==> config.mk <==
export PLATFORM = sky130hd
export DESIGN_NAME = cache_bank
export DESIGN_NICKNAME = d
export VERILOG_FILES = /design/src/hdl/cache_pkg.sv /design/src/hdl/cache_bank.sv
export VERILOG_INCLUDE_DIRS = /design/src /design/src/include
export SDC_FILE = /design/constraint.sdc
export NUM_CORES = 2
export LEC_CHECK = 0
export BUFFER_PORTS_ARGS = -buffer_cell sky130_fd_sc_hd__buf_2
export CORE_AREA = 8 8 401 403
export CTS_CLUSTER_DIAMETER = 120
export CTS_CLUSTER_SIZE = 24
export DETAILED_ROUTE_END_ITERATION = 16
export DIE_AREA = 0 0 409 411
export PLACE_DENSITY_LB_ADDON = 0.12
export RECOVER_POWER = 100
export SYNTH_ARGS = -nofsm -noshare
export SYNTH_HDL_FRONTEND = slang
export SYNTH_SLANG_ARGS = --single-unit
==> constraint.sdc <==
create_clock -name upstream_intf -period 1.6 [get_ports upstream_intf]
set_input_delay 0 -clock upstream_intf [delete_from_list [all_inputs] [get_ports upstream_intf]]
set_output_delay 0 -clock upstream_intf [all_outputs]
set_load 0.1 [all_outputs]
==> src/include/cache_cfg.svh <==
`ifndef CACHE_CFG_SVH
`define CACHE_CFG_SVH

// Data capacity of the cache in bytes
`define CACHE_BYTES 1024

// One line is four bus words
`define LINE_BITS 128

// Banks are picked by the lowest index bits of the address
`define BANK_COUNT 4

// Bus widths on both AHB-Lite ports
`define ADDR_BITS 32
`define WORD_BITS 32

`endif

==> src/hdl/cache_pkg.sv <==
`include "cache_cfg.svh"

package cache_pkg;

    localparam int OFFSET_BITS = $clog2(`LINE_BITS / `WORD_BITS);
    localparam int BANK_BITS   = $clog2(`BANK_COUNT);
    localparam int ROW_BITS    = $clog2(`CACHE_BYTES * 8 / `LINE_BITS / `BANK_COUNT);
    localparam int OFFSET_LSB  = $clog2(`WORD_BITS / 8);  // Skips the byte lane bits
    localparam int BANK_LSB    = OFFSET_LSB + OFFSET_BITS;
    localparam int ROW_LSB     = BANK_LSB + BANK_BITS;
    localparam int TAG_LSB     = ROW_LSB + ROW_BITS;
    localparam int TAG_BITS    = `ADDR_BITS - TAG_LSB;

    localparam logic [1:0] HTRANS_IDLE   = 2'b00;
    localparam logic [1:0] HTRANS_NONSEQ = 2'b10;

    typedef logic [`WORD_BITS-1:0]  word_t;
    typedef logic [`LINE_BITS-1:0]  line_t;
    typedef logic [OFFSET_BITS-1:0] offset_t;
    typedef logic [BANK_BITS-1:0]   bank_sel_t;
    typedef logic [ROW_BITS-1:0]    row_t;
    typedef logic [TAG_BITS-1:0]    tag_t;

    typedef enum logic [2:0] {
        HS_IDLE,
        HS_LOOKUP,
        HS_WAIT_FILL,
        HS_RESPOND,
        HS_WAIT_WRITE
    } handler_state_t;

    typedef enum logic [1:0] {
        RS_IDLE,
        RS_ADDR,
        RS_DATA,
        RS_DONE
    } refill_state_t;

endpackage

==> src/hdl/cache_bank.sv <==
`timescale 1ns/10ps
`include "cache_cfg.svh"

module cache_bank (
    input  logic               upstream_intf,
    input  logic               arst_n,
    input  cache_pkg::row_t    lk_row,
    input  logic               fill_en,
    input  cache_pkg::tag_t    fill_tag,
    input  cache_pkg::line_t   fill_line,
    input  logic               upd_en,
    input  cache_pkg::offset_t upd_offset,
    input  cache_pkg::word_t   upd_word,
    output logic               ent_valid,
    output cache_pkg::tag_t    ent_tag,
    output cache_pkg::line_t   ent_line
);

    localparam int ROWS = 2 ** cache_pkg::ROW_BITS;

    logic [ROWS-1:0]  valid_q;
    cache_pkg::tag_t  tag_mem  [ROWS];
    cache_pkg::line_t line_mem [ROWS];

    // Lookup is combinational so a hit answers in the first data phase
    assign ent_valid = valid_q[lk_row];
    assign ent_tag   = tag_mem[lk_row];
    assign ent_line  = line_mem[lk_row];

    always_ff @(posedge upstream_intf or negedge arst_n) begin
        if (!arst_n) begin
            valid_q <= '0;
        end else if (fill_en) begin
            valid_q[lk_row] <= 1'b1;
        end
    end

    always_ff @(posedge upstream_intf) begin
        if (fill_en) begin
            tag_mem[lk_row]  <= fill_tag;
            line_mem[lk_row] <= fill_line;
        end else if (upd_en) begin
            line_mem[lk_row][upd_offset * `WORD_BITS +: `WORD_BITS] <= upd_word;  // Write hit
        end
    end

endmodule

; Word level (Yosys, flattened, before mapping)
; Memories as Yosys holds them, arrays and structs flattened.
; Index checks and enable logic that the tools add are counted.
; W data, S select, Z words.
[op_classes]
reduce_logical = 1
bitwise_logic = 129
shifts = 2
mux = 137
add_sub_neg = 1
order_cmp = 2
[ops]
columns = operator, count
row1 = $mux W1, 134
row2 = $mux W128, 1
row3 = $or A1 B1 Y1, 128
row4 = $shift A32 B34 Y128 const A, 1
row5 = $shiftx A32 B34 Y128, 1
row6 = $neg A7 Y34, 1
row7 = $or A16 B16 Y16, 1
row8 = $lt A4 B5 Y1 const B, 1
row9 = $bmux W1 S4, 1
row10 = $demux W1 S4, 1
row11 = $ge A4 B1 Y1 const B, 1
row12 = $logic_and A1 B1 Y1, 1
[totals]
ramBits = 2400
n_memories = 2
inputBits = 192
reg_bits = 16
[mem_list]
columns = memory, words, word_bits, rd, rd_clocked_by_memory_dff, wr, line
row1 = line_mem, 16, 128, 1, 0, 1, cache_bank.sv:23  ; cache_pkg::line_t line_mem [ROWS];
row2 = tag_mem, 16, 22, 1, 0, 1, cache_bank.sv:22  ; cache_pkg::tag_t tag_mem [ROWS];

; Depth between registers and ports, before layout
[depth]
depth_word = 5
ltp_mapped = 7

; Least setup slack after synthesis
; No wires, ideal clock.
[synth_timing]
path_kind = input-to-reg
start = input lk_row[2]
end = memory line_mem[0][0] (netlist name), enable pin
required_ns = 1.179
path_stages = 5
setup_time_ns = 0.421
n_path_buf = 2
path_slack_ns = -1.105
arrival_time_ns = 2.284
path_cell_list = nor2_1 clkbuf_1 buf_1 nand2_1 nor2_1
[synth_lines]
columns = item, line
row1 = from (decl), cache_bank.sv:7  ; input cache_pkg::row_t lk_row,
row2 = to (decl), cache_bank.sv:23
; Straight into the memory's write port.

; Worst setup path after layout
[layout_timing]
start = memory line_mem[15][29] (netlist name)
end = output ent_line[29]
[layout_between]
elab_chain_len = 1
[layout_rtl]
columns = item, line
row1 = $mem_v2 Z16 W128, -
row2 = to (decl), cache_bank.sv:16  ; output cache_pkg::line_t ent_line
; No other way between the ends.

==> out/summary.md <==
Power comes to 119000 uW. After floorplanning, the core was sized to cover 0.155 mm^2. At the worst endpoint, the arrival time is 2240 ps. The post-route clock skew was 0 ps. The deepest level of the CTS H-tree is 3. The worst register-to-register path ends at valid_q[8].

For the post-synthesis instance area, the log shows 0.0919 mm^2. The max-slew violation total from the final report was 0. The startpoint type of the worst setup path is a flop. After synthesis the netlist holds a flip-flop and latch count of 2416. After detailed routing, the number of remaining DRC violations is 0.

The number of global-route vias before repair was 47800; the total number of clock tree sinks was 2416. At the end of the flow, the number of nets in the layout was 5102. Highest-delay cell along the critical path: sky130_fd_sc_hd__mux4_2. For the pin with the worst max-slew slack, the measured transition is 1050 ps. TritonCTS built the clock tree. The startpoint of the lowest-slack hold path was fill_line[30]. Routability-driven placement finished with a final weighted congestion of 0.802.

The count of nets left with antenna violations once routing finished came out at 0. The final instance count without filler cells came out at 7024. The worst hold path cell count works out to 2.

Walking the worst path, the cells encountered are mux4_2, a22oi_2, nand2_2, buf_12. Buffers placed on the I/O ports in this run total 342. The tools report the number of antenna violations at the first check in global routing as 23. The tightest hold path in the finished design has a slack of 74.0 ps.

Yosys mapped the design onto 27 distinct sky130hd cell types. The post-route clock period utilization was 140%. Horizontal extent of the die: 409 um. Counting tap cells, the placed design contains a total of 6688 instances. The logs give 145 for the number of standard-cell rows in the floorplan and 152 mm for the total half-perimeter wirelength after legalization and detailed placement.

When the netlist entered floorplanning its net count stood at 4177. Of the synthesized area, sequential elements account for 78.9%. Delay contributed by the slowest stage of the critical path: 500 ps. Setup repair after global routing could not meet its margin everywhere. After synthesis, the cell types taking the most area are sky130_fd_sc_hd__edfxtp_1, sky130_fd_sc_hd__mux4_2, sky130_fd_sc_hd__a22oi_1. STA classifies the critical path endpoint as a primary output. The clock reaches the later pin of the worst-skew pair after 740 ps. In this run the biggest area consumer among cell types represents 78.4% of the synthesized area. For the final critical-path setup slack, the log shows -636 ps. The destination of the worst hold path was line_mem[14][30].

Counting flops with a built-in enable in the synthesized netlist gives 2400. The cell type with the largest total area after synthesis is sky130_fd_sc_hd__edfxtp_1. Total detailed-routing wirelength: 246 mm.

The via count is 46800. For this run, the detailed router's first-pass iteration total came to 6. Compared with the post-synthesis result, the final layout area differs by 21.3%. Dividing the synthesized area by the synthesized cell count gives 23.1 um^2. Once the floorplan was initialized, standard cells occupied 59.4% of the core. The worst setup path is of the flop to primary output kind. The logs give 110 for the number of buffers created by CTS and 1600 ps for the required time at the endpoint of the critical path. The run finished, with violations left.

The length in cells of the worst reg-to-reg path works out to 1. The cell with the most instances after synthesis is sky130_fd_sc_hd__edfxtp_1. Power per unit of standard cell area: 1060 mW/mm^2. The checks that failed: negative setup slack. For the overall die area, the log shows 0.168 mm^2. The run gives 28.9% as the global-route usage over all layers. The run gives 770 ps as the reg-to-reg setup timing slack. In this run the clock root is driven by a sky130_fd_sc_hd__clkbuf_16.

For this run the aggregate overflow at the end of global routing stands at 0. Measured against its own limit, the worst slew margin works out to 29.8%. After the first detailed-routing iteration, the DRC count stood at 5282. The count of max-cap constraint violations was 0; the average via count per standard cell was 6.66. The maximum clock rate was 0.447 GHz.

For this run, the leading register cell type out of synthesis is sky130_fd_sc_hd__edfxtp_1. The startpoint identified for the worst register-to-register timing path is valid_q[8]. Setup violations remaining at the end of the flow were counted as 1687. Fill cells in the final layout number 8801. The time the final worst path needs with I/O delays and setup was 2240 ps. The path class of the tightest hold or removal check is input port to flop.

The commonest cells after synthesis are sky130_fd_sc_hd__edfxtp_1, sky130_fd_sc_hd__mux4_2, sky130_fd_sc_hd__a22oi_1. The biggest fanout along the worst timing path is 1, and the synthesized instance count is 3980. The Yosys step of the flow raised 0 warnings. The first global-routing pass estimated 349 mm of wire.

The clock-pin slew on the worst setup and hold paths is 100 ps, and the maximum clock insertion buffer count is 3. The number of primary I/O pins is 343, and the final routed wire length divided by cell count is 35.0 um. The fraction of layout instances using a drive strength above 1 is 42.3%. The worst-case IR drop observed on VDD is 1.03 mV.

The leakage power is 0.0355 uW, and the die boundary height is 411 um. The share of synthesized registers carrying an async set or reset came out at 0.662%. The final hold violation count is 0, and the pin count of the biggest net entering global routing is 33.
per-stage QoR:
step	TNS [ps]	cell area, um^2	setup slack, ps	utilization, %
floorplan	-227190	92700	-169	-
global placement	-947920	105000	-475	67.6
detailed placement	-1011630	105000	-492	67.6
CTS	-85620	113000	-721	72.9
global route	-434910	111000	-689	72.0
finish	-332080	111000	-636	72.0
per-layer routing:
layer,track usage (%),vias to the layer above,share of wire (%)
met1,40.4,24900,37
met2,46.0,2571,48
met4,8.77,36,3.5
li1,-,18900,-
met5,0,-,0.10
met3,7.24,375,11
report_power, final:
group	switching, uW	total (uW)	internal [uW]
sequential	361	71600	71200
combinational	9530	15700	6180
clock	18400	31400	13000
total	28300	119000	90400
worst max path at each step:
stage	start	to	slack, ps	cells after the start
6_report	line_mem[15][29]	ent_line[29]	-640	4
5_1_grt	line_mem[8][28]	ent_line[28]	-690	4
4_1_cts	line_mem[15][29]	ent_line[29]	-720	4
3_5_place_dp	upd_offset[0]	line_mem[15][21]	-490	6
3_3_place_gp	upd_offset[0]	line_mem[7][6]	-470	6
2_1_floorplan	lk_row[0]	ent_line[101]	-170	6
critical path: cells and delay by family, from the launching register on:
| kind | cells | cell delay (ps) |
|---|---|---|
| mux | 1 | 500 |
| flops | 1 | 450 |
| buf+inv | 1 | 200 |
| compound gates | 1 | 170 |
| simple gates | 1 | 160 |
final cells by class:
type	instances	area, um^2	share of cell area [%]
multi-input cells	1324	20600	18.4
diodes	12	30.0	0.0269
repair buffers	1050	12800	11.5
well taps	2058	2570	2.31
clock buffers	157	2970	2.67
inverters	3	11.3	0.0101
clock inverters	4	53.8	0.0483
flip-flops and latches	2416	72500	65.0
cell families after synthesis:
family | synth area share (%)
flops | 78.9
mux | 14.8
compound gates | 3.74
simple gates | 1.28
buf+inv | 1.24
fa+ha+maj | 0.0681
layout by cell type, fill, tap and decap left out, types with 112 or more instances in the layout:
master,instances
sky130_fd_sc_hd__buf_2,170
sky130_fd_sc_hd__mux4_2,604
sky130_fd_sc_hd__buf_12,395
sky130_fd_sc_hd__nand2_2,143
sky130_fd_sc_hd__dlygate4sd3_1,154
sky130_fd_sc_hd__edfxtp_1,2400
sky130_fd_sc_hd__buf_4,191
sky130_fd_sc_hd__a22o_1,128
sky130_fd_sc_hd__clkbuf_16,112
sky130_fd_sc_hd__a22oi_2,285
flip-flops by register name, indices dropped and copies added (netlist names):
register and cells:
tag_mem 352, valid_q 16, line_mem 2048
timing repair:
action / 4_1_cts / 5_1_grt
resized for setup: 908 / 79
pin swaps: 326 / 78
hold endpoints to repair: 2388 / 0
setup endpoints to repair: 151 / 590
gates cloned: 0 / 2
hold buffers: 156 / 0
buffers inserted: 0 / 6
(Power assumes the default switching activity.)
