[src/include/cache_cfg.svh]
`ifndef CACHE_CFG_SVH
`define CACHE_CFG_SVH

// Data capacity of the cache in bytes
`define CACHE_BYTES 1024

// One line is four bus words
`define LINE_BITS 128

// Banks are picked by the lowest index bits of the address
`define BANK_COUNT 4

// Bus widths on both AHB-Lite ports
`define ADDR_BITS 32
`define WORD_BITS 32

`endif

[src/hdl/cache_pkg.sv]
`include "cache_cfg.svh"

package cache_pkg;

    localparam int OFFSET_BITS = $clog2(`LINE_BITS / `WORD_BITS);
    localparam int BANK_BITS   = $clog2(`BANK_COUNT);
    localparam int ROW_BITS    = $clog2(`CACHE_BYTES * 8 / `LINE_BITS / `BANK_COUNT);
    localparam int OFFSET_LSB  = $clog2(`WORD_BITS / 8);  // Skips the byte lane bits
    localparam int BANK_LSB    = OFFSET_LSB + OFFSET_BITS;
    localparam int ROW_LSB     = BANK_LSB + BANK_BITS;
    localparam int TAG_LSB     = ROW_LSB + ROW_BITS;
    localparam int TAG_BITS    = `ADDR_BITS - TAG_LSB;

    localparam logic [1:0] HTRANS_IDLE   = 2'b00;
    localparam logic [1:0] HTRANS_NONSEQ = 2'b10;

    typedef logic [`WORD_BITS-1:0]  word_t;
    typedef logic [`LINE_BITS-1:0]  line_t;
    typedef logic [OFFSET_BITS-1:0] offset_t;
    typedef logic [BANK_BITS-1:0]   bank_sel_t;
    typedef logic [ROW_BITS-1:0]    row_t;
    typedef logic [TAG_BITS-1:0]    tag_t;

    typedef enum logic [2:0] {
        HS_IDLE,
        HS_LOOKUP,
        HS_WAIT_FILL,
        HS_RESPOND,
        HS_WAIT_WRITE
    } handler_state_t;

    typedef enum logic [1:0] {
        RS_IDLE,
        RS_ADDR,
        RS_DATA,
        RS_DONE
    } refill_state_t;

endpackage

[src/hdl/transfer_handler.sv]
`timescale 1ns/10ps
`include "cache_cfg.svh"

module transfer_handler (
    input  logic                   upstream_intf,
    input  logic                   arst_n,
    input  logic [`ADDR_BITS-1:0]  up_haddr,
    input  logic [1:0]             up_htrans,
    input  logic                   up_hwrite,
    input  cache_pkg::word_t       up_hwdata,
    input  logic                   hit,
    input  cache_pkg::word_t       hit_word,
    input  logic                   done,
    input  cache_pkg::line_t       fill_data,
    output logic                   up_hready,
    output cache_pkg::word_t       up_hrdata,
    output cache_pkg::bank_sel_t   lk_bank,
    output cache_pkg::row_t        lk_row,
    output cache_pkg::tag_t        lk_tag,
    output cache_pkg::offset_t     lk_offset,
    output logic [`BANK_COUNT-1:0] fill_en,
    output cache_pkg::line_t       fill_line,
    output logic [`BANK_COUNT-1:0] upd_en,
    output cache_pkg::offset_t     upd_offset,
    output cache_pkg::word_t       upd_word,
    output logic                   start,
    output logic                   start_write,
    output logic [`ADDR_BITS-1:0]  line_addr,
    output logic [`ADDR_BITS-1:0]  wr_addr,
    output cache_pkg::word_t       wr_word
);

    cache_pkg::handler_state_t state_q;
    logic [`ADDR_BITS-1:0]     addr_q;
    logic                      write_q;
    logic                      wr_hit_q;
    cache_pkg::word_t          wdata_q;
    logic [`BANK_COUNT-1:0]    bank_onehot;
    logic                      read_hit;
    logic                      accept;

    assign lk_offset = addr_q[cache_pkg::OFFSET_LSB +: cache_pkg::OFFSET_BITS];
    assign lk_bank   = addr_q[cache_pkg::BANK_LSB +: cache_pkg::BANK_BITS];
    assign lk_row    = addr_q[cache_pkg::ROW_LSB +: cache_pkg::ROW_BITS];
    assign lk_tag    = addr_q[cache_pkg::TAG_LSB +: cache_pkg::TAG_BITS];

    assign bank_onehot = `BANK_COUNT'(1) << lk_bank;

    assign read_hit  = (state_q == cache_pkg::HS_LOOKUP) && !write_q && hit;  // Zero wait states
    assign up_hready = (state_q == cache_pkg::HS_IDLE) || (state_q == cache_pkg::HS_RESPOND) ||
                       read_hit;
    assign accept    = up_hready && (up_htrans == cache_pkg::HTRANS_NONSEQ);

    // After a refill the word comes from the assembled line
    assign up_hrdata = (state_q == cache_pkg::HS_RESPOND) ?
                       fill_data[lk_offset * `WORD_BITS +: `WORD_BITS] : hit_word;

    assign start       = (state_q == cache_pkg::HS_LOOKUP) && (write_q || !hit);
    assign start_write = write_q;
    assign line_addr   = {addr_q[`ADDR_BITS-1:cache_pkg::BANK_LSB], {cache_pkg::BANK_LSB{1'b0}}};
    assign wr_addr     = addr_q;
    assign wr_word     = up_hwdata;  // Write data is on the bus in the lookup cycle

    assign fill_en    = (state_q == cache_pkg::HS_WAIT_FILL && done) ? bank_onehot : '0;
    assign fill_line  = fill_data;
    assign upd_en     = (state_q == cache_pkg::HS_WAIT_WRITE && done && wr_hit_q) ?
                        bank_onehot : '0;
    assign upd_offset = lk_offset;
    assign upd_word   = wdata_q;

    always_ff @(posedge upstream_intf or negedge arst_n) begin
        if (!arst_n) begin
            state_q  <= cache_pkg::HS_IDLE;
            write_q  <= 1'b0;
            wr_hit_q <= 1'b0;
        end else begin
            if (accept) begin
                write_q <= up_hwrite;
            end
            case (state_q)
                cache_pkg::HS_IDLE, cache_pkg::HS_RESPOND: begin
                    state_q <= accept ? cache_pkg::HS_LOOKUP : cache_pkg::HS_IDLE;
                end
                cache_pkg::HS_LOOKUP: begin
                    if (write_q) begin
                        wr_hit_q <= hit;  // Only a cached line takes the new word
                        state_q  <= cache_pkg::HS_WAIT_WRITE;
                    end else if (hit) begin
                        state_q <= accept ? cache_pkg::HS_LOOKUP : cache_pkg::HS_IDLE;
                    end else begin
                        state_q <= cache_pkg::HS_WAIT_FILL;
                    end
                end
                cache_pkg::HS_WAIT_FILL, cache_pkg::HS_WAIT_WRITE: begin
                    if (done) begin
                        state_q <= cache_pkg::HS_RESPOND;
                    end
                end
                default: begin
                    state_q <= cache_pkg::HS_IDLE;
                end
            endcase
        end
    end

    always_ff @(posedge upstream_intf) begin
        if (accept) begin
            addr_q <= up_haddr;
        end
        if (state_q == cache_pkg::HS_LOOKUP && write_q) begin
            wdata_q <= up_hwdata;
        end
    end

endmodule

[config.mk]
export PLATFORM = sky130hd
export DESIGN_NAME = transfer_handler
export DESIGN_NICKNAME = d
export VERILOG_FILES = /design/src/hdl/cache_pkg.sv /design/src/hdl/transfer_handler.sv
export VERILOG_INCLUDE_DIRS = /design/src /design/src/include
export SDC_FILE = /design/constraint.sdc
export NUM_CORES = 1
export LEC_CHECK = 0
export BUFFER_PORTS_ARGS = -buffer_cell sky130_fd_sc_hd__buf_2
export CAP_MARGIN = 20
export CORE_AREA = 2 2 220 222
export CTS_BUF_LIST = sky130_fd_sc_hd__clkbuf_4 sky130_fd_sc_hd__clkbuf_8 sky130_fd_sc_hd__clkbuf_16
export CTS_CLUSTER_DIAMETER = 150
export CTS_CLUSTER_SIZE = 30
export DETAILED_ROUTE_END_ITERATION = 10
export DIE_AREA = 0 0 222 224
export PLACE_DENSITY_LB_ADDON = 0.05
export SYNTH_ARGS = -nofsm -noshare
export SYNTH_HDL_FRONTEND = slang
export SYNTH_SLANG_ARGS = --single-unit
[constraint.sdc]
create_clock -name upstream_intf -period 6.2 [get_ports upstream_intf]
set_input_delay 0.62 -clock upstream_intf [delete_from_list [all_inputs] [get_ports upstream_intf]]
set_output_delay 0.62 -clock upstream_intf [all_outputs]
set_load 0.02 [all_outputs]
Word level (Yosys, flattened, before mapping):

Index checks and enable logic that the tools add are counted.

* equality and inequality tests: 6
* shifts and indexed selects: 2
* mux-type cells: 8
* reductions and logical operators: 17

Operator list (number)
* 128-bit by 8-bit variable part select with 32-bit output: 1
* 32-bit two-way mux: 1
* 3-bit one-hot mux with 3 select lines: 1
* 1-bit logical AND: 8
* 4-bit two-way mux: 2
* 3-bit by 2-bit equality test with 1-bit output, second input constant: 2
* 3-bit two-way mux: 2
* 2-bit OR reduction: 2
* 1-bit by 2-bit left shift with 4-bit output, first input constant: 1
* 3-bit by 1-bit equality test with 1-bit output, second input constant: 1
* 3-bit equality test, second input constant: 1
* 3-bit zero test: 1
* 1-bit logical OR: 3
* 2-bit equality test, second input constant: 1
* 1-bit zero test: 2
* 2-bit two-way mux: 1
* 2-bit inequality test, second input constant: 1
* 2-bit AND reduction: 1
* 1-bit two-way mux: 1

* word-level logic and storage cells: 38
* output and inout port bits: 331
* bits in registers: 69
* bits of input ports: 231

Longest topological paths before layout:

* depth in word-level cells: 9
* gate-level depth with buffers: 4
* mapped depth without buffers: 3

Least setup slack after synthesis:

Ideal clock, no wire load.

* path type: input to register
* start point: input port hit
* end point: register write_q, in the netlist start_write
* stages on the path: 3
* data required time: 6.073 ns
* data arrival time: 2.465 ns
* setup slack: 3.607 ns
* buffers on the path: 0
* library setup time: 0.127 ns
* cell sequence: nand2b_1 -> a2111oi_4 -> mux2_1

* longest elaborated chain between the ends: 3

Ends and longest elaborated chain
* start, declared: line transfer_handler.sv:11 `input logic hit,`
* 1-bit logical AND: line transfer_handler.sv:49 `assign read_hit = (state_q == cache_pkg::HS_LOOKUP) && !write_q && hit;`
* 1-bit logical OR: line transfer_handler.sv:50 `assign up_hready = (state_q == cache_pkg::HS_IDLE) || (state_q == cache_pkg::HS_RESPOND) ||`
* 1-bit logical AND: line transfer_handler.sv:52 `assign accept = up_hready && (up_htrans == cache_pkg::HTRANS_NONSEQ);`
* end signal, assigned: line transfer_handler.sv:78 `write_q <= up_hwrite;`
* end, declared: line transfer_handler.sv:35 `logic write_q;`

No other way between the ends.
A chain may end at the register's enable or synchronous reset.

Worst setup path after layout:

* start point: register state_q[2]
* end point: output port up_hrdata[12]

* longest elaborated chain between the ends: 2

Ends and longest elaborated chain
* start, declared: line transfer_handler.sv:33 `cache_pkg::handler_state_t state_q;`
* start signal, assigned: line transfer_handler.sv:73 `state_q <= cache_pkg::HS_IDLE;`
* start signal, assigned: line transfer_handler.sv:82 `state_q <= accept ? cache_pkg::HS_LOOKUP : cache_pkg::HS_IDLE;`
* start signal, assigned: line transfer_handler.sv:87 `state_q <= cache_pkg::HS_WAIT_WRITE;`
* 3-bit by 2-bit equality test with 1-bit output: line transfer_handler.sv:55 `assign up_hrdata = (state_q == cache_pkg::HS_RESPOND) ?`
* 32-bit two-way mux: line transfer_handler.sv:55
* end, declared: line transfer_handler.sv:16 `output cache_pkg::word_t up_hrdata,`

No other way between the ends.

==> reports/qor.csv <==
stage,metric,value,unit
critical_path,critical path endpoint category,output port,
detailed_routing,Detailed Route Iter0 Violations,66,
critical_path,crit-path max FO,32,
finish,layout cells sized above 1,0.857,
timing,Final period util,0.500,
floorplan,area of the die,49700,um2
place,DP Area,6980,um2
power,Pint,1250,uW
clocking,total clock sinks,69,
yosys,Yosys top cell by area,edfxtp_1,
timing,Slew HR,0.340,
power,switching power,827,uW
power,maximum vdd drop,0.108,mV
power,Seq pwr share,0.325,
timing,final hold vios,0,
global_route,first-pass GRT wire length,29100,um
critical_path,crit path kind,reg2out,
clocking,CTS buffer count,9,
timing,worst-margin pin slew,0.991,ns
timing,final slew viol count,0,
clocking,H-tree depth,3,
detailed_routing,final WL,22000,um
clocking,hold_buf cts,0,
place,Inst Count DP,1349,
detailed_routing,DR WL/cell,16.1,um
detailed_routing,vias,4117,
floorplan,die width,222,um
power,Clock power frac,0.259,
yosys,Yosys warnings,0,
detailed_routing,Pre-antenna DRT Iters,4,
power,Net Sw Frac,0.398,
finish,Layout area overhead,41.0,%
clocking,Max Root-Sink Buffers,2,
floorplan,Die H,224,um
clocking,setup bufs post-CTS,0,
yosys,top cell type's share of synthesized area,0.372,
detailed_routing,vias per cell,3.01,
critical_path,"Arr. time, crit path",2.48,ns
detailed_routing,number of remaining DRC errors,0,
finish,Finished Layout Cells,1367,
timing,# setup viols final,0,
critical_path,worst endpoint required time,5.58,ns
power,Logic pwr share,0.416,
detailed_routing,Post-DRT Antenna Nets,0,
yosys,average cell area after synthesis,12.7,um2
yosys,Post-Syn Area,5160,um2
clocking,Root Driver,clkbuf_16,
job,max capacitance violation total,0,
critical_path,crit start category,flop,
timing,FMAX,323,MHz
place,DP HPWL,18800,um
place,count of input and output buffers,557,
yosys,cells after synthesis,405,
timing,Clock Skew,0.00858,ns
global_route,vias in the first global route,4054,
timing,RSZ-0062 raised after global routing,false,
global_route,GRT Total Usage,0.0825,
yosys,sequential fraction of the synthesis area,0.397,
place,Routability Congestion,0.694,
global_route,gr ovfl total,0,
global_route,number of antenna violations at the first check in global routing,3,
power,LEAKAGE,0.00348,uW
floorplan,IO Pins,562,
yosys,most area-consuming cells after synthesis,"edfxtp_1 (37%), buf_4 (33%), mux4_2 (13%)",
global_route,largest net degree at the start of global routing,36,
clocking,CTS tree,yes,
floorplan,Cell Rows,80,
power,Pwr Density,285,nW/um2
floorplan,Initial Util,0.109,
finish,Post-Layout Inst Area,7280,um2
clocking,post_cts resized,0,
floorplan,Core ar.,47300,um2
finish,Nets,976,
run_status,status,"complete, no violations",
clocking,Clock Pin Slew Worst Setup and Hold Paths,0.07,ns
yosys,Yosys cell types,28,
timing,setup TNS,0,ns
timing,fin crit period,3.10,ns
clocking,Skew-Pair Late Insertion Delay,0.34,ns
power,Overall Power,2080,uW
yosys,synthesis-stage register bit count,69,
hold_path,HP Class,in2async,
## placed cells by master (no fill, tap or decap), types with 3 or more instances in the layout
cell | netlist | routed
clkinv_2 | 0 | 3
clkbuf_16 | 0 | 9
conb_1 | 1 | 4
dfrtp_1 | 5 | 5
nor2_1 | 8 | 8
mux2_2 | 33 | 33
mux4_2 | 30 | 30
buf_2 | 4 | 557
buf_4 | 224 | 4
nand2_1 | 4 | 3
edfxtp_1 | 64 | 64
nand2b_1 | 4 | 4
## per-layer routing
metal | track usage | wire length, um | up-vias
li1 | - | - | 1889
met1 | 0.0779 | 7110 | 1909
met2 | 0.167 | 12600 | 302
met3 | 0.0278 | 1910 | 15
met4 | 0.0222 | 311 | 2
met5 | 0 | 12 | -
## path summary, 6_finish.rpt
| path | start | endpoint | slack, ns | cells after the start |
|---|---|---|---|---|
| worst max-delay path | state_q[2] | up_hrdata[12] | 3.10 | 4 |
| worst min-delay path | arst_n | state_q[2] | 0.08 | 1 |
| worst max register to register | start_write | start_write | 4.14 | 4 |
| worst min register to register | wr_hit_q | wr_hit_q | 0.52 | 1 |
| max in group asynchronous | arst_n | start_write | 5.97 | 1 |
| min in group upstream_intf | up_haddr[28] | wr_addr[28] | 0.45 | 1 |
## synth_stat cells
cell type	instances
conb_1	1
a2111oi_4	1
mux4_1	2
nor2_1	8
nand4b_1	1
buf_1	3
o21ai_0	1
nand3b_1	2
buf_2	4
mux4_2	30
dfrtp_1	5
a211oi_1	1
edfxtp_1	64
nor2b_1	2
nor3_1	2
mux2_2	33
buf_6	1
buf_12	3
and2b_1	1
nand2_1	4
nand2b_1	4
and3b_1	2
buf_4	224
xor2_1	1
a21o_1	1
nor2b_2	1
a21oi_1	2
mux2_1	1
## worst max-delay path, stage by stage (launching register included)
cell,delay (ns)
dfrtp_1,0.56
and2b_1,0.25
nand2_2,0.68
mux2_2,0.42
buf_2,0.16
## power groups by stage
| stage | sequential [uW] | clock (uW) | combinational (uW) |
|---|---|---|---|
| detailed placement | 686 | 0 | 889 |
| floorplan | 751 | 0 | 591 |
| CTS | 679 | 576 | 892 |
| global route | 687 | 590 | 922 |
| global placement | 691 | 0 | 906 |
| finish | 675 | 538 | 865 |
## metrics by stage
step / util / setup slack [ns] / hold WS (ns)
floorplan: - / 3.61 / 0.324
global placement: 0.147 / 3.43 / 0.455
detailed placement: 0.147 / 3.40 / 0.454
CTS: 0.154 / 3.01 / 0.0651
global route: 0.154 / 2.92 / 0.0700
finish: 0.154 / 3.10 / 0.0849
## sequential cells by signal, indices dropped and copies added (netlist names)
name and count:
start_write 1, upd_word 32, state_q 3, wr_addr 32, wr_hit_q 1
## final cells by class
type | count | area, um2
fill | 5378 | 40100
timing repair buffer | 561 | 2820
clock buffer | 10 | 233
sequential | 69 | 2050
antenna | 2 | 5.00
tap | 615 | 769
multi-input combinational | 104 | 1350
clock inverter | 6 | 62.6
## cells by family after synthesis
| family | synth area share |
|---|---|
| other cells | 0.000726 |
| compound gates | 0.0111 |
| flops | 0.397 |
| buf+inv | 0.346 |
| simple gates | 0.0291 |
| xor+xnor | 0.00170 |
| mux | 0.215 |
No activity file was read; power rests on OpenSTA's default activity.
