$ cat src/include/cache_cfg.svh
`ifndef CACHE_CFG_SVH
`define CACHE_CFG_SVH

// Data capacity of the cache in bytes
`define CACHE_BYTES 1024

// One line is four bus words
`define LINE_BITS 128

// Banks are picked by the lowest index bits of the address
`define BANK_COUNT 4

// Bus widths on both AHB-Lite ports
`define ADDR_BITS 32
`define WORD_BITS 32

`endif

$ cat src/hdl/cache_pkg.sv
`include "cache_cfg.svh"

package cache_pkg;

    localparam int OFFSET_BITS = $clog2(`LINE_BITS / `WORD_BITS);
    localparam int BANK_BITS   = $clog2(`BANK_COUNT);
    localparam int ROW_BITS    = $clog2(`CACHE_BYTES * 8 / `LINE_BITS / `BANK_COUNT);
    localparam int OFFSET_LSB  = $clog2(`WORD_BITS / 8);  // Skips the byte lane bits
    localparam int BANK_LSB    = OFFSET_LSB + OFFSET_BITS;
    localparam int ROW_LSB     = BANK_LSB + BANK_BITS;
    localparam int TAG_LSB     = ROW_LSB + ROW_BITS;
    localparam int TAG_BITS    = `ADDR_BITS - TAG_LSB;

    localparam logic [1:0] HTRANS_IDLE   = 2'b00;
    localparam logic [1:0] HTRANS_NONSEQ = 2'b10;

    typedef logic [`WORD_BITS-1:0]  word_t;
    typedef logic [`LINE_BITS-1:0]  line_t;
    typedef logic [OFFSET_BITS-1:0] offset_t;
    typedef logic [BANK_BITS-1:0]   bank_sel_t;
    typedef logic [ROW_BITS-1:0]    row_t;
    typedef logic [TAG_BITS-1:0]    tag_t;

    typedef enum logic [2:0] {
        HS_IDLE,
        HS_LOOKUP,
        HS_WAIT_FILL,
        HS_RESPOND,
        HS_WAIT_WRITE
    } handler_state_t;

    typedef enum logic [1:0] {
        RS_IDLE,
        RS_ADDR,
        RS_DATA,
        RS_DONE
    } refill_state_t;

endpackage

$ cat src/hdl/refill_engine.sv
`timescale 1ns/10ps
`include "cache_cfg.svh"

module refill_engine (
    input  logic                  upstream_intf,
    input  logic                  arst_n,
    input  logic                  start,
    input  logic                  start_write,
    input  logic [`ADDR_BITS-1:0] line_addr,
    input  logic [`ADDR_BITS-1:0] wr_addr,
    input  cache_pkg::word_t      wr_word,
    input  cache_pkg::word_t      dn_hrdata,
    input  logic                  dn_hready,
    output logic [`ADDR_BITS-1:0] dn_haddr,
    output logic [1:0]            dn_htrans,
    output logic                  dn_hwrite,
    output cache_pkg::word_t      dn_hwdata,
    output logic                  done,
    output cache_pkg::line_t      fill_data
);

    cache_pkg::refill_state_t state_q;
    cache_pkg::offset_t       beat_q;
    logic                     write_q;
    logic                     pend_q;
    logic [`ADDR_BITS-1:0]    base_q;
    cache_pkg::word_t         wdata_q;
    logic [`ADDR_BITS-1:0]    req_addr;
    logic                     req_write;
    logic                     go;
    logic                     beat_done;
    logic                     last_beat;

    assign req_addr  = start ? (start_write ? wr_addr : line_addr) : base_q;
    assign req_write = start ? start_write : write_q;

    // The address phase may only change after an edge with dn_hready high
    assign go        = (state_q == cache_pkg::RS_IDLE) && (start || pend_q) && dn_hready;
    assign beat_done = (state_q == cache_pkg::RS_DATA) && dn_hready;
    assign last_beat = write_q || (beat_q == '1);

    assign dn_htrans = (state_q == cache_pkg::RS_ADDR) ? cache_pkg::HTRANS_NONSEQ :
                       cache_pkg::HTRANS_IDLE;
    assign dn_hwdata = wdata_q;
    assign done      = (state_q == cache_pkg::RS_DONE);

    always_ff @(posedge upstream_intf or negedge arst_n) begin
        if (!arst_n) begin
            state_q   <= cache_pkg::RS_IDLE;
            beat_q    <= '0;
            write_q   <= 1'b0;
            pend_q    <= 1'b0;
            dn_hwrite <= 1'b0;
        end else begin
            case (state_q)
                cache_pkg::RS_IDLE: begin
                    if (start) begin
                        write_q <= start_write;
                    end
                    if (go) begin
                        state_q   <= cache_pkg::RS_ADDR;
                        beat_q    <= '0;
                        pend_q    <= 1'b0;
                        dn_hwrite <= req_write;
                    end else if (start) begin
                        pend_q <= 1'b1;  // Held until the bus is ready
                    end
                end
                cache_pkg::RS_ADDR: begin
                    if (dn_hready) begin
                        state_q <= cache_pkg::RS_DATA;
                    end
                end
                cache_pkg::RS_DATA: begin
                    if (beat_done) begin
                        if (last_beat) begin
                            state_q <= cache_pkg::RS_DONE;
                        end else begin
                            beat_q  <= beat_q + 1'b1;
                            state_q <= cache_pkg::RS_ADDR;
                        end
                    end
                end
                default: begin
                    state_q <= cache_pkg::RS_IDLE;
                end
            endcase
        end
    end

    always_ff @(posedge upstream_intf) begin
        if (start) begin
            base_q  <= req_addr;
            wdata_q <= wr_word;
        end
        if (go) begin
            dn_haddr <= req_addr;
        end else if (beat_done && !last_beat) begin
            dn_haddr <= dn_haddr + `ADDR_BITS'(`WORD_BITS / 8);
        end
        if (beat_done && !write_q) begin
            fill_data <= {dn_hrdata, fill_data[`LINE_BITS-1:`WORD_BITS]};  // First beat ends lowest
        end
    end

endmodule

$ cat config.mk
export PLATFORM = sky130hd
export DESIGN_NAME = refill_engine
export DESIGN_NICKNAME = d
export VERILOG_FILES = /design/src/hdl/cache_pkg.sv /design/src/hdl/refill_engine.sv
export VERILOG_INCLUDE_DIRS = /design/src /design/src/include
export SDC_FILE = /design/constraint.sdc
export NUM_CORES = 1
export LEC_CHECK = 0
export ABC_AREA = 1
export BUFFER_PORTS_ARGS = -buffer_cell sky130_fd_sc_hd__buf_2
export CORE_MARGIN = 2
export CORE_UTILIZATION = 24
export CTS_BUF_LIST = sky130_fd_sc_hd__clkbuf_8
export CTS_CLUSTER_SIZE = 12
export DETAILED_ROUTE_END_ITERATION = 12
export PLACE_DENSITY = 0.43
export SYNTH_ARGS = -nofsm -noshare
export SYNTH_HDL_FRONTEND = slang
export SYNTH_SLANG_ARGS = --single-unit
$ cat constraint.sdc
create_clock -name upstream_intf -period 7.6 [get_ports upstream_intf]
set_input_delay 0.38 -clock upstream_intf [delete_from_list [all_inputs] [get_ports upstream_intf]]
set_output_delay 0.38 -clock upstream_intf [all_outputs]
set_load 0.02 [all_outputs]
* Yosys cells after proc, flatten, opt, wreduce, memory -nomap -nowiden *
Cells that the tools add are included.

storage, ports and cells
  register bits after elaboration = 231
  input bits = 133
  output and inout bits = 196
  logic and storage cells = 53

cells by class
  $add $sub $neg = 2
  equality and inequality tests = 8
  muxes and demuxes = 17
  reductions and logical operators = 17

operator list
  kind                                                 number
  2-to-1 mux 32 bit                                    4
  adder 32 x 3 -> 32 bit, second input constant        1
  2-to-1 mux 2 bit                                     8
  != test 2 bit, second input constant                 4
  equality test 2 bit, second input constant           3
  case mux 2 bit (3 select lines)                      1
  nonzero test 2 bit                                   3
  logical AND 1 bit                                    5
  case mux 2 bit (2 select lines)                      1
  AND reduction 2 bit                                  2
  AND reduction 4 bit                                  1
  2-to-1 mux 1 bit                                     3
  AND reduction 3 bit                                  1
  adder 2 x 1 -> 2 bit, second input constant          1
  equality test 2 x 1 -> 1 bit, second input constant  1
  zero test 1 bit                                      2
  zero test 2 bit                                      1
  logical OR 1 bit                                     2

* Logic depth before layout (Yosys ltp) *
Gate-level depths: netlist of the first run.

  word-level depth = 6
  depth in mapped cells = 9
  gate-level depth less buffers = 9

* Worst setup path before layout of the first run *
OpenSTA, ideal clock, no wires.

  path kind = reg2reg
  start point = register state_q[0]
  end point = register fill_data[0], enable pin
  setup time = 0.618 ns
  data arrival time = 6.068 ns
  data required time = 6.982 ns
  slack = 0.914 ns
  stages on the path, launching flop included = 6
  buffers on the path = 0
  clock period less this slack = 6.686 ns
  cells stage by stage = dfrtp_1 -> inv_1 -> nand2_1 -> nor2_1 -> inv_1 -> nor2_1

between the ends
  cells in the longest elaborated chain, start to end = 3

ends and longest elaborated chain
  item                      line                  text
  start: declaration        refill_engine.sv:22   cache_pkg::refill_state_t state_q;
  start signal: assignment  refill_engine.sv:49   state_q <= cache_pkg::RS_IDLE;
  start signal: assignment  refill_engine.sv:61   state_q <= cache_pkg::RS_ADDR;
  start signal: assignment  refill_engine.sv:71   state_q <= cache_pkg::RS_DATA;
  equality test 2 bit       refill_engine.sv:39   assign beat_done = (state_q == cache_pkg::RS_DATA) && dn_hready;
  logical AND 1 bit         refill_engine.sv:39
  logical AND 1 bit         refill_engine.sv:101  if (beat_done && !write_q) begin
  end signal: assignment    refill_engine.sv:102  fill_data <= {dn_hrdata, fill_data[`LINE_BITS-1:`WORD_BITS]};
  end: declaration          refill_engine.sv:19   output cache_pkg::line_t fill_data

Every way passes these cells.
A chain may end at the register's enable or synchronous reset.

* Worst setup path in the final report of the first run *
  start point = register state_q[0]
  end point = register fill_data[118], enable pin

Same word-level chain as after synthesis.

==> summary.md, run 1 <==
| Metric | Value |
|---|---|
| Pwr Density | 294 nW/um2 |
| Minimum clock period | 2.76 ns |
| Synth top area share | 0.739 |
| Die area | 39500 um2 |
| Drt wl/cell | 15.7 um |
| Required time of the critical path | 7.79 ns |
| CP Class | reg -> reg |
| Drc violations | 0 |
| CP Cell Sequence | inv_1, nand2_1, nor2_1, inv_1, nor2_4, buf_4, buf_4 |
| Worst R2R Path Depth | 7 |
| FILL cells | 3866 |
| YS warnings | 0 |
| DP HPWL | 17.9 mm |
| HP Class | in -> reg |
| First-pass GRT wire length | 38.5 mm |
| Period utilization | 0.363 |
| First-pass DRT Iterations | 5 |
| I/O Buffers | 327 |
| Reg2reg end | fill_data[118]$_DFFE_PP_ |
| R2r setup slk | 4.84 ns |
| Fmax achieved | 362 MHz |
| Chip height | 199 um |
| GR Layer Usage met3 | 0.0473 |
| CP max stage delay | 0.87 ns |
| MaxCap Viol Count | 0 |
| Slew Viols, Final | 0 |
| Post-synth top cells | edfxtp_1 (224), nand2_1 (146), nor2_1 (77), inv_1 (49), o21ai_0 (40) |
| H-tree lvl count | 2 |
| CTS Buf Count | 43 |
| Final setup fails | 0 |
| DRT antenna net count | 0 |
| Rows | 71 |
| Setup TNS Final | 0 ns |
| Worst slack, placed | 4.85 ns |
| Clk pin slew, worst setup/hold paths | 0.06 ns |
| Core Box Area | 37500 um2 |
| Vias | 6596 |
| Worst-Margin Slew | 1.10 ns |
| Static leakage | 5.20 nW |
| R2r startpoint | state_q[0]$_DFFE_PN0P_ |
| Final Hold Vio Count | 0 |
| Post-synthesis cell area | 9100 um2 |
| Worst skew pair latency | 0.58 ns |
| Initial antenna violation count | 3 |
| Max clock buf depth | 3 |
| Syn nets | 824 |
| Area grow syn2layout | 39.7% |
| Count leader, synth | edfxtp_1 |
| RSZ-0062 raised after global routing | no |
| Worst Skew | 0.0111 ns |
| Part of the Yosys area used for sequential elements | 0.759 |
| Met1 Resource Use GR | 0.145 |
| Relative slew slack | 0.268 |
| Hold Startpoint | dn_hready |
| Gr busiest metal | met2 |
| Min-Delay Endpoint | state_q[1]$_DFFE_PN0P_ |
| Layout cell share with drive strength beyond 1 | 0.370 |
| Critical Path Start Type | register |
| Overall Global Routing Usage | 0.130 |
| DRT iter0 DRCs | 357 |
| Syn Area/Cell | 13.2 um2 |
| Setup crit end kind | register |
| Synth Register Bits | 231 |
| Net count, final | 1243 |
| Maximum number of pins on one net before global-route repair | 79 |
| Number of post-CTS setup repair buffers | 0 |
| Vias in the first global route | 6750 |
| CTS Sinks | 231 |
| Routed vias/inst | 4.00 |
| Post-synth top area cell | edfxtp_1 |
| Met2 usage | 0.224 |
| GPL Wtd Cong | 0.773 |
| CTS tree | yes |
| Hold-critical path depth | 3 |
| Ys async rst share | 0.0303 |
| Crit Path Max Fanout | 78 |
| Unique cell type count in the Yosys netlist | 29 |
| Final worst slack | 4.84 ns |
| Primary FF master, synth | edfxtp_1 |
| DRT Wirelength | 25.9 mm |
| IO Pins | 329 |
| Power consumption | 3.74 mW |
| Synth top area cells | edfxtp_1 (74%), nand2_1 (6.0%), nor2_1 (3.2%) |
| Number of synthesized flops with an enable pin | 224 |
| CP max stage cell | buf_4 |
| Grt ovf | 0 |
| Outcome | finished, final reports clean |
| Clk Tree Root Cell | clkbuf_8 |
| WP data arrival | 2.95 ns |
| Post-Synthesis Cells | 689 |
| Chip Width | 199 um |
| Initial Util | 0.243 |
| Peak VDD IR | 152 uV |
==> cell families (layout without fill, tap and decap cells) <==
kind of cell	after synthesis	count (layout)	share of synthesized area
AOI/OAI and AO/OA	96	96	0.0623
buffers and inverters	75	523	0.0386
and+or+nand+nor	278	278	0.131
other	1	4	0.000412
xor gates and xnor gates	6	6	0.00578
DFF	231	231	0.759
adders and majority gates	2	2	0.00275
==> worst max path at each step <==
stage,start,end,slack (ns),depth (start not counted)
floorplan,state_q[0]$_DFFE_PN0P_,fill_data[0]$_DFFE_PP_,0.91,5
global placement,state_q[0]$_DFFE_PN0P_,fill_data[102]$_DFFE_PP_,4.85,7
detailed placement,state_q[0]$_DFFE_PN0P_,fill_data[108]$_DFFE_PP_,4.85,7
CTS,state_q[0]$_DFFE_PN0P_,fill_data[11]$_DFFE_PP_,4.84,7
global route,state_q[0]$_DFFE_PN0P_,fill_data[121]$_DFFE_PP_,4.60,7
finish,state_q[0]$_DFFE_PN0P_,fill_data[118]$_DFFE_PP_,4.84,7
==> worst max-delay path: cells and delay by family (launching register included) <==
kind / cells / cell delay (ns)
flops: 1 / 0.41
buf+inv: 4 / 1.60
simple gates: 3 / 0.30
==> power breakdown <==
| group | switching, mW | internal [mW] | total, mW |
|---|---|---|---|
| Sequential | 0.128 | 1.66 | 1.79 |
| Combinational | 0.567 | 0.259 | 0.826 |
| Clock | 0.527 | 0.595 | 1.12 |
| Total | 1.22 | 2.52 | 3.74 |
==> what timing repair did <==
item                      in CTS  in global routing
hold endpoints to repair      71                  0
resized for setup              0                  0
hold buffers                  65                  0
==> cell usage in the layout (no fill, tap or decap), types with 10 or more instances in the layout <==
| master | synthesis | routed |
|---|---|---|
| clkinv_1 | 0 | 10 |
| nor2_1 | 77 | 76 |
| o21ai_2 | 11 | 10 |
| nand2_1 | 146 | 146 |
| edfxtp_1 | 224 | 224 |
| clkbuf_8 | 0 | 43 |
| buf_2 | 13 | 326 |
| o21ai_0 | 40 | 40 |
| nand3_1 | 32 | 32 |
| o21ai_1 | 25 | 25 |
| dlygate4sd3_1 | 0 | 65 |
| inv_1 | 49 | 61 |
==> layout make-up <==
type,instances,area [um2],area share
clock buffer,43,592,0.0466
timing repair buffer,396,2320,0.183
multi-input combinational,383,1860,0.146
inverter,53,200,0.0158
tap,511,639,0.0503
antenna,3,7.51,0.000591
sequential,231,6900,0.543
clock inverter,31,188,0.0148
==> through the flow <==
stage	hold slack, ns	instance area [um2]	util	cells
after global placement	0.226	11300	0.301	1509
after detailed placement	0.225	11300	0.301	1509
after global routing	0.0374	12700	0.339	1649
after floorplan	0.0844	9100	-	689
after CTS	0.00424	12700	0.339	1648
final	0.0651	12700	0.339	1651
==> layer usage <==
layer | wire length [um] | vias up
li1 | - | 3238
met3 | 1960 | 53
met1 | 9950 | 3103
met5 | 0 | -
met4 | 678 | 0
met2 | 13300 | 202
==> state kept, by name, summed over array words and instances (netlist names) <==
| name | flops |
|---|---|
| fill_data | 128 |
| beat_q | 2 |
| dn_haddr | 32 |
| dn_hwdata | 32 |
| base_q | 32 |
| pend_q | 1 |
| state_q | 2 |
| dn_hwrite | 1 |
| write_q | 1 |
Power figures use the tool's default switching activity.
==> run 2: changes to the inputs <==
--- a/config.mk
+++ b/config.mk
@@ -6,7 +6,7 @@
 export SDC_FILE = /design/constraint.sdc
 export NUM_CORES = 1
 export LEC_CHECK = 0
-export ABC_AREA = 1
+export ABC_AREA = 0
 export BUFFER_PORTS_ARGS = -buffer_cell sky130_fd_sc_hd__buf_2
 export CORE_MARGIN = 2
 export CORE_UTILIZATION = 24
==> constraint.sdc (replaced) <==
create_clock -name upstream_intf -period 2.8 [get_ports upstream_intf]
set_input_delay 0.14 -clock upstream_intf [delete_from_list [all_inputs] [get_ports upstream_intf]]
set_output_delay 0.14 -clock upstream_intf [all_outputs]
set_load 0.02 [all_outputs]
==> run 2 against run 1 <==
Against the previous run:
- count of clock-buffer cells in the layout unchanged
- register-to-register slack got worse by 4.3 ns
- die area fell by 5.0%
- power grew to 2.7 times the previous value
- non-clock buffer count rose by 7
- global-route usage shrank 1.3 points
- cell area decreased by 2.0%
- fmax increased by 20%
- first-iteration DRC count shrank 31%
- routed wire length down 11%
- via count decreased by 11%
- sequential cell count unchanged
==> summary.md, run 2 <==
| Metric | Value |
|---|---|
| Outcome | finished, final reports clean (unchanged) |
| Setup crit end kind | register (unchanged) |
| DP HPWL | 15.8 mm (was 17.9 mm) |
| Worst Setup SP | dn_haddr[2]$_DFFE_PP_ (was state_q[0]$_DFFE_PN0P_) |
| Period utilization | 0.824 (was 0.363) |
| Vias | 5853 (was 6596) |
| CTS tree | yes (unchanged) |
| Maximum number of pins on one net before global-route repair | 132 (was 79) |
| Worst-Margin Slew | 0.611 ns (was 1.10 ns) |
| Core Box Area | 35500 um2 (was 37500 um2) |
| IO Pins | 329 (unchanged) |
| Synth Register Bits | 231 (unchanged) |
| Worst skew pair latency | 0.56 ns (was 0.58 ns) |
| Overall Global Routing Usage | 0.117 (was 0.130) |
| Primary FF master, synth | edfxtp_1 (unchanged) |
| CP max stage delay | 0.54 ns (was 0.87 ns) |
| Pwr Density | 807 nW/um2 (was 294 nW/um2) |
| Drc violations | 0 (unchanged) |
| Net count, final | 1087 (was 1243) |
| Sw power | 3.03 mW (was 1.22 mW) |
| Drt wl/cell | 15.9 um (was 15.7 um) |
| Vias in the first global route | 5954 (was 6750) |
| Layout cell share with drive strength beyond 1 | 0.409 (was 0.370) |
| Setup crit end | dn_haddr[26]$_DFFE_PP_ (was fill_data[118]$_DFFE_PP_) |
| Part of the Yosys area used for sequential elements | 0.799 (was 0.759) |
| Number of flip-flops in the largest register | 128 (unchanged) |
| Number of synthesized flops with an enable pin | 224 (unchanged) |
| Ys async rst share | 0.0303 (unchanged) |
| GPL Wtd Cong | 0.716 (was 0.773) |
| Final worst slack | 0.493 ns (was 4.84 ns) |
| Critical Path Start Type | register (unchanged) |
| Post-synth top cells | edfxtp_1 (224), nand2_1 (45), nor2_1 (45), a21oi_1 (36), mux2i_1 (34) (was edfxtp_1 (224), nand2_1 (146), nor2_1 (77), inv_1 (49), o21ai_0 (40)) |
| Max clock buf depth | 3 (unchanged) |
| Synth top area cells | edfxtp_1 (78%), mux2i_1 (3.9%), a21oi_1 (2.1%) (was edfxtp_1 (74%), nand2_1 (6.0%), nor2_1 (3.2%)) |
| Worst Path Buf+Inv | 0 (was 4) |
| DRT iter0 DRCs | 245 (was 357) |
| CTS Sinks | 231 (unchanged) |
| WP data arrival | 2.60 ns (was 2.95 ns) |
| Non-filler cells, final | 1447 (was 1651) |
| Rows | 69 (was 71) |
| Chip height | 194 um (was 199 um) |
| CP max stage cell | or3b_1 (was buf_4) |
| Worst slack, placed | 0.457 ns (was 4.85 ns) |
| RSZ-0062 raised after global routing | no (unchanged) |
| Post-synth top area cell | edfxtp_1 (unchanged) |
| Number of post-CTS setup repair buffers | 0 (unchanged) |
| Initial Util | 0.243 (about the same) |
| Slew Viols, Final | 0 (unchanged) |
| H-tree lvl count | 2 (unchanged) |
| Area grow syn2layout | 44.3% (was 39.7%) |
| FILL cells | 3544 (was 3866) |
| DRT Wirelength | 23.0 mm (was 25.9 mm) |
| Core Util, Final | 0.351 (was 0.339) |
| YS warnings | 0 (unchanged) |
| Routed vias/inst | 4.04 (was 4.00) |
| Setup TNS Final | 0 ns (unchanged) |
| Resize count post-CTS | 0 (unchanged) |
| Syn Area/Cell | 16.4 um2 (was 13.2 um2) |
| Flop pwr share | 0.470 (was 0.479) |
| MaxCap Viol Count | 0 (unchanged) |
| Unique cell type count in the Yosys netlist | 35 (was 29) |
| Required time of the critical path | 3.09 ns (was 7.79 ns) |
| Die area | 37500 um2 (was 39500 um2) |
| Worst Skew | 0.0267 ns (was 0.0111 ns) |
| Clk pwr share | 0.335 (was 0.300) |
| Sw frac | 0.302 (was 0.327) |
| First-pass DRT Iterations | 4 (was 5) |
| Count leader, synth | edfxtp_1 (unchanged) |
| R2r setup slk | 0.49 ns (was 4.84 ns) |
| Initial antenna violation count | 1 (was 3) |
| Reg2reg end | dn_haddr[26]$_DFFE_PP_ (was fill_data[118]$_DFFE_PP_) |
| Clk Tree Root Cell | clkbuf_8 (unchanged) |
| Final setup fails | 0 (unchanged) |
| Syn nets | 660 (was 824) |
| I/O Buffers | 327 (unchanged) |
| Chip Width | 194 um (was 199 um) |
| First-pass GRT wire length | 34.1 mm (was 38.5 mm) |
| Relative slew slack | 0.593 (was 0.268) |
| Clk pin slew, worst setup/hold paths | 0.06 ns (about the same) |
| Commonest non-fill, non-tap cell in the layout | buf_2 (unchanged) |
| Post-Synthesis Cells | 525 (was 689) |
| Hold Buf Count CTS | 67 (was 65) |
| Power consumption | 10.1 mW (was 3.74 mW) |
| CP Class | reg -> reg (unchanged) |
| Minimum clock period | 2.31 ns (was 2.76 ns) |
| Largest reg by FF count | fill_data (unchanged) |
| Fmax achieved | 433 MHz (was 362 MHz) |
| Crit Path Max Fanout | 7 (was 78) |
| CTS Buf Count | 43 (unchanged) |
| R2r startpoint | dn_haddr[2]$_DFFE_PP_ (was state_q[0]$_DFFE_PN0P_) |
| CP Cell Sequence | ha_1, and4_1, or3b_1, nor4_2, xnor2_1, o21ai_1 (was inv_1, nand2_1, nor2_1, inv_1, nor2_4, buf_4, buf_4) |
| Post-synthesis cell area | 8630 um2 (was 9100 um2) |
| Final Hold Vio Count | 0 (unchanged) |
| Worst R2R Path Depth | 6 (was 7) |
| Most frequent cells in the layout | buf_2 (326), edfxtp_1 (224), dlygate4sd3_1 (67) (was buf_2 (326), edfxtp_1 (224), nand2_1 (146)) |
| Stages on the worst setup path | 6 (was 7) |
| Int Power | 7.02 mW (was 2.52 mW) |
| Placed cells | 1301 (was 1509) |
| DRT antenna net count | 0 (unchanged) |
| Peak VDD IR | 396 uV (was 152 uV) |
| Logic pwr share | 0.194 (was 0.221) |
| Static leakage | 4.93 nW (was 5.20 nW) |
| CP delay by family, top | simple AND/OR/NAND/NOR gates (was buffers and inverters) |
| Synth top area share | 0.779 (was 0.739) |
| Grt ovf | 0 (unchanged) |
| HP Class | in -> reg (unchanged) |
[run 2: worst register-to-register path: cells and delay by family (launching register included)]
kind	cells	cell delay [ns]
AOI/OAI and AO/OA	1	0.07
adders and majority gates	1	0.24
DFF	1	0.43
and+or+nand+nor	3	1.15
xor gates and xnor gates	1	0.15
[run 2: power by group through the flow]
| stage | combinational [mW] | sequential [mW] | clock [mW] |
|---|---|---|---|
| after floorplan | 0.724 | 5.16 | 0 |
| after global placement | 1.91 | 4.78 | 0 |
| after detailed placement | 1.92 | 4.80 | 0 |
| after CTS | 2.00 | 4.74 | 3.52 |
| after global routing | 2.13 | 4.79 | 3.66 |
| final | 1.95 | 4.73 | 3.37 |
[run 2: layout make-up]
class | count | area, um2 | area share
clock inverters | 35 | 283 | 0.0227
inverters | 2 | 7.51 | 0.000603
well taps | 461 | 577 | 0.0463
diodes | 1 | 2.50 | 0.000201
flip-flops and latches | 231 | 6900 | 0.554
clock buffers | 43 | 592 | 0.0475
repair buffers | 403 | 2440 | 0.196
multi-input cells | 271 | 1660 | 0.133
[run 2: stage by stage]
stage / instance area (um2) / hold slack (ns)
after floorplan: 8660 / -0.156
after global placement: 10900 / -0.00917
after detailed placement: 10900 / -0.00787
after CTS: 12500 / 0.00192
after global routing: 12500 / 0.0379
final: 12500 / 0.0431
[run 2: logic make-up (layout without fill, tap and decap cells)]
kind of cell,Yosys count,count (layout),synth area share
xor gates and xnor gates,28,28,0.0284
adders and majority gates,2,2,0.00290
AOI/OAI and AO/OA,68,68,0.0410
and+or+nand+nor,136,136,0.0745
muxes,36,36,0.0420
DFF,231,231,0.799
other,1,2,0.000434
buffers and inverters,23,483,0.0114
[run 2: routing by layer]
layer,vias up,part of all wire,global-route usage
met5,-,0,0
met4,0,0.027,0.0435
met1,2744,0.41,0.140
li1,2836,-,-
met2,224,0.48,0.189
met3,49,0.090,0.0471
[run 2: worst min path at each step]
stage | start | end | slack (ns) | depth (start not counted)
finish | line_addr[21] | base_q[21]$_DFFE_PP_ | 0.04 | 3
global route | line_addr[21] | base_q[21]$_DFFE_PP_ | 0.04 | 3
detailed placement | arst_n | write_q$_DFFE_PN0N_ | -0.008 | 1
global placement | arst_n | write_q$_DFFE_PN0N_ | -0.009 | 1
CTS | line_addr[13] | base_q[13]$_DFFE_PP_ | 0.002 | 3
floorplan | arst_n | beat_q[0]$_DFFE_PN0P_ | -0.16 | 0
